==> src/hw/clint_consts.svh <==
`ifndef CLINT_CONSTS_SVH
`define CLINT_CONSTS_SVH

// register map of the single-hart CLINT

// offsets are taken relative to the CLINT base, only the low bits are decoded
`define CLINT_ADDR_DECODE_BITS 16

// timer compare register for hart 0
`define CLINT_MTIMECMP_OFFSET 16'h4000

// free-running machine timer
`define CLINT_MTIME_OFFSET 16'hbff8

// compare value after reset
// small and nonzero, so the first interrupt comes shortly after reset
`define CLINT_MTIMECMP_RESET 64'h20

`endif
==> src/hw/clint_pkg.sv <==
`default_nettype none

`include "clint_consts.svh"

package clint_pkg;

    // register targeted by an access
    typedef enum logic [1:0]
    {
        REG_NONE     = 2'd0,
        REG_MTIME    = 2'd1,
        REG_MTIMECMP = 2'd2
    } clint_reg_e;

    // AXI response codes used by this slave
    typedef enum logic [1:0]
    {
        RESP_OKAY   = 2'b00,
        RESP_SLVERR = 2'b10
    } axi_resp_e;

    // write channel states
    typedef enum logic [1:0]
    {
        WR_IDLE   = 2'd0,
        WR_ACCEPT = 2'd1,
        WR_RESP   = 2'd2
    } wr_state_e;

    // read channel states
    typedef enum logic [1:0]
    {
        RD_IDLE   = 2'd0,
        RD_ACCEPT = 2'd1,
        RD_DATA   = 2'd2
    } rd_state_e;

    // map the decoded offset bits to a register
    function automatic clint_reg_e decode_offset(
        input logic [`CLINT_ADDR_DECODE_BITS-1:0] offset
    );
        clint_reg_e sel;
        case (offset)
            `CLINT_MTIME_OFFSET:    sel = REG_MTIME;
            `CLINT_MTIMECMP_OFFSET: sel = REG_MTIMECMP;
            default:                sel = REG_NONE;
        endcase
        return sel;
    endfunction

endpackage

`default_nettype wire

==> src/hw/clint_top.sv <==
`timescale 1ns/100ps
`default_nettype none

// single-hart CLINT with a 64-bit AXI4-Lite slave port
// prot and size are accepted but not checked, every access is one 64-bit beat
module clint_top
(
    input  wire logic               clk,
    input  wire logic               rst_n,

    input  wire logic [63:0]        araddr,
    input  wire logic [2:0]         arprot,
    input  wire logic [2:0]         arsize,
    input  wire logic               arvalid,
    output logic                    arready,

    output logic [63:0]             rdata,
    output clint_pkg::axi_resp_e    rresp,
    output logic                    rvalid,
    input  wire logic               rready,

    input  wire logic [63:0]        awaddr,
    input  wire logic [2:0]         awprot,
    input  wire logic [2:0]         awsize,
    input  wire logic               awvalid,
    output logic                    awready,

    input  wire logic [63:0]        wdata,
    input  wire logic [7:0]         wstrb,
    input  wire logic               wvalid,
    output logic                    wready,

    output clint_pkg::axi_resp_e    bresp,
    output logic                    bvalid,
    input  wire logic               bready,

    output logic                    timer_irq
);

    logic           mtime_wr;
    logic           mtimecmp_wr;
    logic [63:0]    wr_data;
    logic [7:0]     wr_strb;
    logic [63:0]    mtime;
    logic [63:0]    mtimecmp;

    clint_axi_wr_fsm u_wr_fsm
    (
        .clk         (clk),
        .rst_n       (rst_n),
        .awaddr      (awaddr),
        .awvalid     (awvalid),
        .wdata       (wdata),
        .wstrb       (wstrb),
        .wvalid      (wvalid),
        .awready     (awready),
        .wready      (wready),
        .bvalid      (bvalid),
        .bresp       (bresp),
        .mtime_wr    (mtime_wr),
        .mtimecmp_wr (mtimecmp_wr),
        .wr_data     (wr_data),
        .wr_strb     (wr_strb),
        .bready      (bready)
    );

    // read side runs independently of the write side
    clint_axi_rd_fsm u_rd_fsm
    (
        .clk      (clk),
        .rst_n    (rst_n),
        .araddr   (araddr),
        .arvalid  (arvalid),
        .rready   (rready),
        .mtime    (mtime),
        .mtimecmp (mtimecmp),
        .arready  (arready),
        .rvalid   (rvalid),
        .rdata    (rdata),
        .rresp    (rresp)
    );

    clint_mtime_counter u_mtime
    (
        .clk      (clk),
        .rst_n    (rst_n),
        .mtime_wr (mtime_wr),
        .wr_data  (wr_data),
        .wr_strb  (wr_strb),
        .mtime    (mtime)
    );

    clint_timer_compare u_cmp
    (
        .clk         (clk),
        .rst_n       (rst_n),
        .mtimecmp_wr (mtimecmp_wr),
        .wr_data     (wr_data),
        .wr_strb     (wr_strb),
        .mtime       (mtime),
        .mtimecmp    (mtimecmp),
        .timer_irq   (timer_irq)
    );

endmodule

`default_nettype wire

==> src/hw/clint_timer_compare.sv <==
`timescale 1ns/100ps
`default_nettype none

`include "clint_consts.svh"

module clint_timer_compare
(
    input  wire logic           clk,
    input  wire logic           rst_n,
    input  wire logic           mtimecmp_wr,
    input  wire logic [63:0]    wr_data,
    input  wire logic [7:0]     wr_strb,
    input  wire logic [63:0]    mtime,
    output logic [63:0]         mtimecmp,
    output logic                timer_irq
);

    logic cmp_q;
    logic cmp_prev;

    always_ff @(posedge clk or negedge rst_n)
    begin
        if (!rst_n)
        begin
            mtimecmp <= `CLINT_MTIMECMP_RESET;
        end
        else if (mtimecmp_wr)
        begin
            for (int i = 0; i < 8; i++)
            begin
                if (wr_strb[i])
                    mtimecmp[i*8 +: 8] <= wr_data[i*8 +: 8];
            end
        end
    end

    // 64-bit compare is registered once to keep it off the irq path
    always_ff @(posedge clk or negedge rst_n)
    begin
        if (!rst_n)
        begin
            cmp_q     <= 1'b0;
            cmp_prev  <= 1'b0;
            timer_irq <= 1'b0;
        end
        else
        begin
            cmp_q     <= (mtime >= mtimecmp);
            cmp_prev  <= cmp_q;
            // pulse on the rising edge of the registered compare
            timer_irq <= cmp_q && !cmp_prev;
        end
    end

    a_irq_pulse: assert property (
        @(posedge clk) disable iff (!rst_n)
        timer_irq |=> !timer_irq
    );

endmodule

`default_nettype wire

==> src/hw/clint_mtime_counter.sv <==
`timescale 1ns/100ps
`default_nettype none

module clint_mtime_counter
(
    input  wire logic           clk,
    input  wire logic           rst_n,
    input  wire logic           mtime_wr,
    input  wire logic [63:0]    wr_data,
    input  wire logic [7:0]     wr_strb,
    output logic [63:0]         mtime
);

    logic [63:0] wr_merged;

    // replace only the strobed bytes, keep the rest of the current count
    always_comb
    begin
        wr_merged = mtime;
        for (int i = 0; i < 8; i++)
        begin
            if (wr_strb[i])
                wr_merged[i*8 +: 8] = wr_data[i*8 +: 8];
        end
    end

    always_ff @(posedge clk or negedge rst_n)
    begin
        if (!rst_n)
        begin
            mtime <= '0;
        end
        else if (mtime_wr)
        begin
            // a write cycle does not count
            mtime <= wr_merged;
        end
        else
        begin
            mtime <= mtime + 64'd1;
        end
    end

endmodule

`default_nettype wire

==> src/hw/clint_axi_rd_fsm.sv <==
`timescale 1ns/100ps
`default_nettype none

`include "clint_consts.svh"

module clint_axi_rd_fsm
(
    input  wire logic               clk,
    input  wire logic               rst_n,
    input  wire logic [63:0]        araddr,
    input  wire logic               arvalid,
    input  wire logic               rready,
    input  wire logic [63:0]        mtime,
    input  wire logic [63:0]        mtimecmp,
    output logic                    arready,
    output logic                    rvalid,
    output logic [63:0]             rdata,
    output clint_pkg::axi_resp_e    rresp
);

    import clint_pkg::*;

    rd_state_e                          state;
    logic [`CLINT_ADDR_DECODE_BITS-1:0] addr_q;
    clint_reg_e                         rd_sel;

    always_ff @(posedge clk or negedge rst_n)
    begin
        if (!rst_n)
        begin
            state <= RD_IDLE;
            rresp <= RESP_OKAY;
        end
        else
        begin
            case (state)
                RD_IDLE:
                begin
                    if (arvalid)
                        state <= RD_ACCEPT;
                end
                RD_ACCEPT:
                begin
                    state <= RD_DATA;
                    rresp <= (rd_sel == REG_NONE) ? RESP_SLVERR : RESP_OKAY;
                end
                RD_DATA:
                begin
                    if (rready)
                        state <= RD_IDLE;
                end
                default:
                    state <= RD_IDLE;
            endcase
        end
    end

    assign rd_sel = decode_offset(addr_q);

    always_ff @(posedge clk)
    begin
        if (state == RD_IDLE && arvalid)
            addr_q <= araddr[`CLINT_ADDR_DECODE_BITS-1:0];
        // snapshot at acceptance, mtime keeps running behind it
        if (state == RD_ACCEPT)
        begin
            case (rd_sel)
                REG_MTIME:    rdata <= mtime;
                REG_MTIMECMP: rdata <= mtimecmp;
                default:      rdata <= '0;
            endcase
        end
    end

    assign arready = (state == RD_ACCEPT);
    assign rvalid  = (state == RD_DATA);

    a_rdata_hold: assert property (
        @(posedge clk) disable iff (!rst_n)
        rvalid && !rready |=> rvalid && $stable(rdata) && $stable(rresp)
    );

endmodule

`default_nettype wire

==> src/hw/clint_axi_wr_fsm.sv <==
`timescale 1ns/100ps
`default_nettype none

`include "clint_consts.svh"

module clint_axi_wr_fsm
(
    input  wire logic               clk,
    input  wire logic               rst_n,
    input  wire logic [63:0]        awaddr,
    input  wire logic               awvalid,
    input  wire logic [63:0]        wdata,
    input  wire logic [7:0]         wstrb,
    input  wire logic               wvalid,
    output logic                    awready,
    output logic                    wready,
    output logic                    bvalid,
    output clint_pkg::axi_resp_e    bresp,
    output logic                    mtime_wr,
    output logic                    mtimecmp_wr,
    output logic [63:0]             wr_data,
    output logic [7:0]              wr_strb,
    input  wire logic               bready
);

    import clint_pkg::*;

    wr_state_e                          state;
    logic [`CLINT_ADDR_DECODE_BITS-1:0] addr_q;
    clint_reg_e                         wr_sel;
    logic                               start;

    // address and data must both be present, no outstanding transactions
    assign start = (state == WR_IDLE) && awvalid && wvalid;

    always_ff @(posedge clk or negedge rst_n)
    begin
        if (!rst_n)
        begin
            state <= WR_IDLE;
            bresp <= RESP_OKAY;
        end
        else
        begin
            case (state)
                WR_IDLE:
                begin
                    if (start)
                        state <= WR_ACCEPT;
                end
                WR_ACCEPT:
                begin
                    state <= WR_RESP;
                    bresp <= (wr_sel == REG_NONE) ? RESP_SLVERR : RESP_OKAY;
                end
                WR_RESP:
                begin
                    // hold the response until the master takes it
                    if (bready)
                        state <= WR_IDLE;
                end
                default:
                    state <= WR_IDLE;
            endcase
        end
    end

    // pair the address with its data
    always_ff @(posedge clk)
    begin
        if (start)
        begin
            addr_q  <= awaddr[`CLINT_ADDR_DECODE_BITS-1:0];
            wr_data <= wdata;
            wr_strb <= wstrb;
        end
    end

    assign wr_sel = decode_offset(addr_q);

    // both channels handshake in the same single cycle
    assign awready = (state == WR_ACCEPT);
    assign wready  = (state == WR_ACCEPT);
    assign bvalid  = (state == WR_RESP);

    // unmapped offsets raise no strobe
    assign mtime_wr    = (state == WR_ACCEPT) && (wr_sel == REG_MTIME);
    assign mtimecmp_wr = (state == WR_ACCEPT) && (wr_sel == REG_MTIMECMP);

    a_wr_onehot: assert property (
        @(posedge clk) disable iff (!rst_n)
        !(mtime_wr && mtimecmp_wr)
    );

    a_bvalid_hold: assert property (
        @(posedge clk) disable iff (!rst_n)
        bvalid && !bready |=> bvalid
    );

endmodule

`default_nettype wire

==> config.mk <==
export PLATFORM = sky130hd
export DESIGN_NAME = clint_top
export DESIGN_NICKNAME = d
export VERILOG_FILES = /design/src/hw/clint_pkg.sv /design/src/hw/clint_top.sv /design/src/hw/clint_timer_compare.sv /design/src/hw/clint_mtime_counter.sv /design/src/hw/clint_axi_rd_fsm.sv /design/src/hw/clint_axi_wr_fsm.sv
export VERILOG_INCLUDE_DIRS = /design/src /design/src/hw
export SDC_FILE = /design/constraint.sdc
export NUM_CORES = 1
export LEC_CHECK = 0
export ABC_AREA = 1
export BUFFER_PORTS_ARGS = -buffer_cell sky130_fd_sc_hd__buf_2
export CORE_MARGIN = 4
export CORE_UTILIZATION = 44
export DETAILED_ROUTE_END_ITERATION = 7
export HOLD_SLACK_MARGIN = 0.1
export PLACE_DENSITY = 0.76
export SLEW_MARGIN = 20
export SYNTH_ARGS = -nofsm -noshare
export SYNTH_HDL_FRONTEND = slang
export SYNTH_SLANG_ARGS = --single-unit
==> constraint.sdc <==
create_clock -name clk -period 12.98 [get_ports clk]
set_input_delay 1.298 -clock clk [delete_from_list [all_inputs] [get_ports clk]]
set_output_delay 1.298 -clock clk [all_outputs]
set_load 0.05 [all_outputs]
==> run metrics <==
part of the total power dissipated in the clock network=38.5%; number of buffer cells added on primary ports=approximately 180; via count of the routed design=12600; global-route wire length before repair=65300 µm; count of synthesis-stage warnings from yosys=0; GR Overflow Total=0; maximum clock frequency=326 MHz; std cell rows=68; internal power consumption=1.74 mW; post-route clock skew=0.0186 ns; Finish-stage setup viols=0; Top delay family on crit path=buffers and inverters; average detailed-routed wire length per instance=16.5 µm; number of top-level pins=293; final cycle utilization of the critical path=23.6%; area used by multi-input combinational logic=6330 µm²; sequential fraction of the synthesis area=54.0%; Fin. Hold Viols=0; sequential power share=approximately 48%; cell count after synthesis=about 1800; via-per-instance ratio=5.16; commonest non-fill, non-tap cell in the layout=nand2_1; number of buffers added by the clock tree synthesis step=35; Max Buffers Root-to-Sink=3; Tot GR Track Use=around a fifth; highest cell delay on the worst timing path=0.39 ns; CTS-repair resized insts=0; number of flip-flops and latches in the synthesized netlist=305; share of post-route cells with drive strength above 1=15.2%; cell taking the most area after synthesis=edfxtp_1; switching component of the power=685 µW; total number of H-tree levels=2; overall power after layout=between 2 and 2.5 mW; cell area after technology mapping=15700 µm²; antenna fix cells=0; leading cell types in the layout, fill and taps excluded=nand2_1, buf_2, inv_1; TritonCTS clock tree=done; Total Die Area=38700 µm²; footprint of the flip-flops and latches=about 8500 µm²; first-pass iteration count of the detailed router=6; largest net degree at the start of global routing=77; first-iteration detailed-routing DRC count=roughly 900; CP Launch Type=flop; total negative slack for setup checks=0 ns; area of the placeable core=34900 µm²; Layout Nets=around 2300; Post-CTS Setup Bufs=0; worst voltage drop across the vdd grid=0.000130 V; peak fanout along the critical path=24; fraction of registers with async set or reset after synthesis=44.9%; weighted congestion at the end of routability-driven global placement=about 0.95; arrival time reported for the critical path endpoint=1.77 ns; final HPWL from detailed placement=between 20000 and 30000 µm; FILL cells=~3300; Comb power frac=13.7%; clk_lat worst skew=~0.54 ns; Layout area overhead=15.6%; Tightest Pin Transition=0.972 ns; buffers and inverters on the worst path=3; Crit Path Category=flop to primary output; result of the run=completed; final hold slack=0.380 ns; fin util=52.0%; top area cells in the synthesized netlist=edfxtp_1, dfrtp_1, nand2_1, ha_1, inv_1; Clk Tree Root Cell=clkbuf_16; number of flops mapped to enable cells by yosys=168; number of remaining DRC errors=0; switching share of total power=28.3%; starting density of the core=between 40% and 50%; via count of the first global-routing pass=about 13000; Final Routed Wirelength=40500 µm; required time at the worst-slack endpoint=between 10 and 15 ns; die span in y=197 µm; unique cell type count in the Yosys netlist=38; Lkg Pwr=between 7 and 8 nW; setup repair after global routing missed its margin=false; Maximum Capacitance Violations=0; clock period minus worst slack=3.07 ns; power density over the cells=134 nW/µm²; count of hold buffers inserted by post-cts repair=0; antenna violations before repair=0; class of the worst hold path=flop to flop; Critical Path End Type=primary output; number of clock sinks=305; CTS clock-pin slew for the worst setup and hold paths=~0.050 ns; relative slew slack=a little over a third; Chip Width=197 µm; Crit-path slowest cell=dfrtp_1; total count of max-transition violations in the final report=0; Antenna Nets Post-Route=0; primary flip-flop cell chosen by synthesis mapping=edfxtp_1; Mapped Avg Cell Area=8.80 µm²; fraction of synthesized cell area taken by the top area cell type=32.2%; cell-by-cell trace of the critical path=inv_1 -> nor2_4 -> buf_4 -> buf_2
cell families after synthesis:
group | synth area share [%]
flip-flops | 54.0
AO/OA/AOI/OAI | 8.29
adder cells (fa/ha/maj) | 5.42
multiplexers | 1.15
XOR/XNOR | 1.62
buffers and inverters | 5.81
AND/OR/NAND/NOR | 23.7
other | 0.0239
cell usage after synthesis (3+ instances only):
cell,n
nand2_2,10
nand3_1,60
nor2_4,7
buf_2,3
edfxtp_1,168
or2_0,8
nand2_4,5
buf_1,7
inv_1,174
nor2_2,14
o21ai_1,21
a21oi_1,116
nand2_1,560
o211ai_1,7
ha_1,68
nand3b_1,9
nand4_1,23
mux2_2,7
clkbuf_1,28
nor2_1,163
inv_2,8
o21ai_0,108
dfrtp_1,136
mux2_1,9
xnor2_1,15
nor3_1,7
xor2_1,14
buf_4,8
nor4_1,7
per-stage QoR:
stage               setup slack, ns  instances  area [µm²]
finish                         9.91       2445       18100
global route                   9.79       2445       18100
CTS                            9.84       2445       18100
detailed placement            10.11       2383       17000
global placement              10.16       2383       17000
floorplan                      5.03       1784       15700
state kept, by name, summed over array words and instances (netlist names):
register / count
u_wr_fsm.addr_q: 16
u_cmp.cmp_prev: 1
u_rd_fsm.rresp: 1
u_rd_fsm.state: 2
u_rd_fsm.addr_q: 16
u_mtime.mtime: 64
u_wr_fsm.wr_strb: 8
u_wr_fsm.bresp: 1
u_cmp.mtimecmp: 64
u_cmp.timer_irq: 1
u_cmp.cmp_q: 1
u_wr_fsm.wr_data: 64
u_wr_fsm.state: 2
u_rd_fsm.rdata: 64
path summary, 6_finish.rpt:
path	start	to	slack, ns	cells past startpoint
worst max register to register	u_wr_fsm.addr_q[2]$_DFFE_PP_	u_mtime.mtime[16]$_DFFE_PN0P_	10.34	11
worst min register to register	u_cmp.cmp_q$_DFF_PN0_	u_cmp.cmp_prev$_DFF_PN0_	0.38	0
max in group asynchronous	rst_n	u_cmp.timer_irq$_DFF_PN0_	11.06	2
worst max-delay path	u_rd_fsm.state[0]$_DFFE_PN0P_	arready	9.91	4
min in group asynchronous	rst_n	u_cmp.mtimecmp[51]$_DFFE_PN0P_	0.76	1
worst min-delay path	u_cmp.cmp_q$_DFF_PN0_	u_cmp.cmp_prev$_DFF_PN0_	0.38	0
per-layer routing:
metal	GRT usage, %	vias up	part of all wire (%)
met4	6.88	0	2.7
met3	3.54	75	6.5
met1	29.2	5929	45
met2	33.5	395	46
li1	-	6223	-
met5	0	-	0
cell type report:
type | count | area share (%)
multi-input combinational | 1249 | 34.9
tap | 455 | 3.14
inverter | 182 | 3.77
timing repair buffer | 192 | 5.49
clock buffer | 49 | 5.47
clock inverter | 13 | 0.504
sequential | 305 | 46.7
power by group through the flow:
stage	clock [mW]	combinational [mW]	sequential [mW]
2_1_floorplan	0	0.0754	1.33
3_3_place_gp	0	0.333	1.18
3_5_place_dp	0	0.337	1.18
4_1_cts	0.959	0.338	1.16
5_1_grt	1.00	0.353	1.17
6_report	0.932	0.332	1.16
No activity file was read; power rests on OpenSTA's default activity.
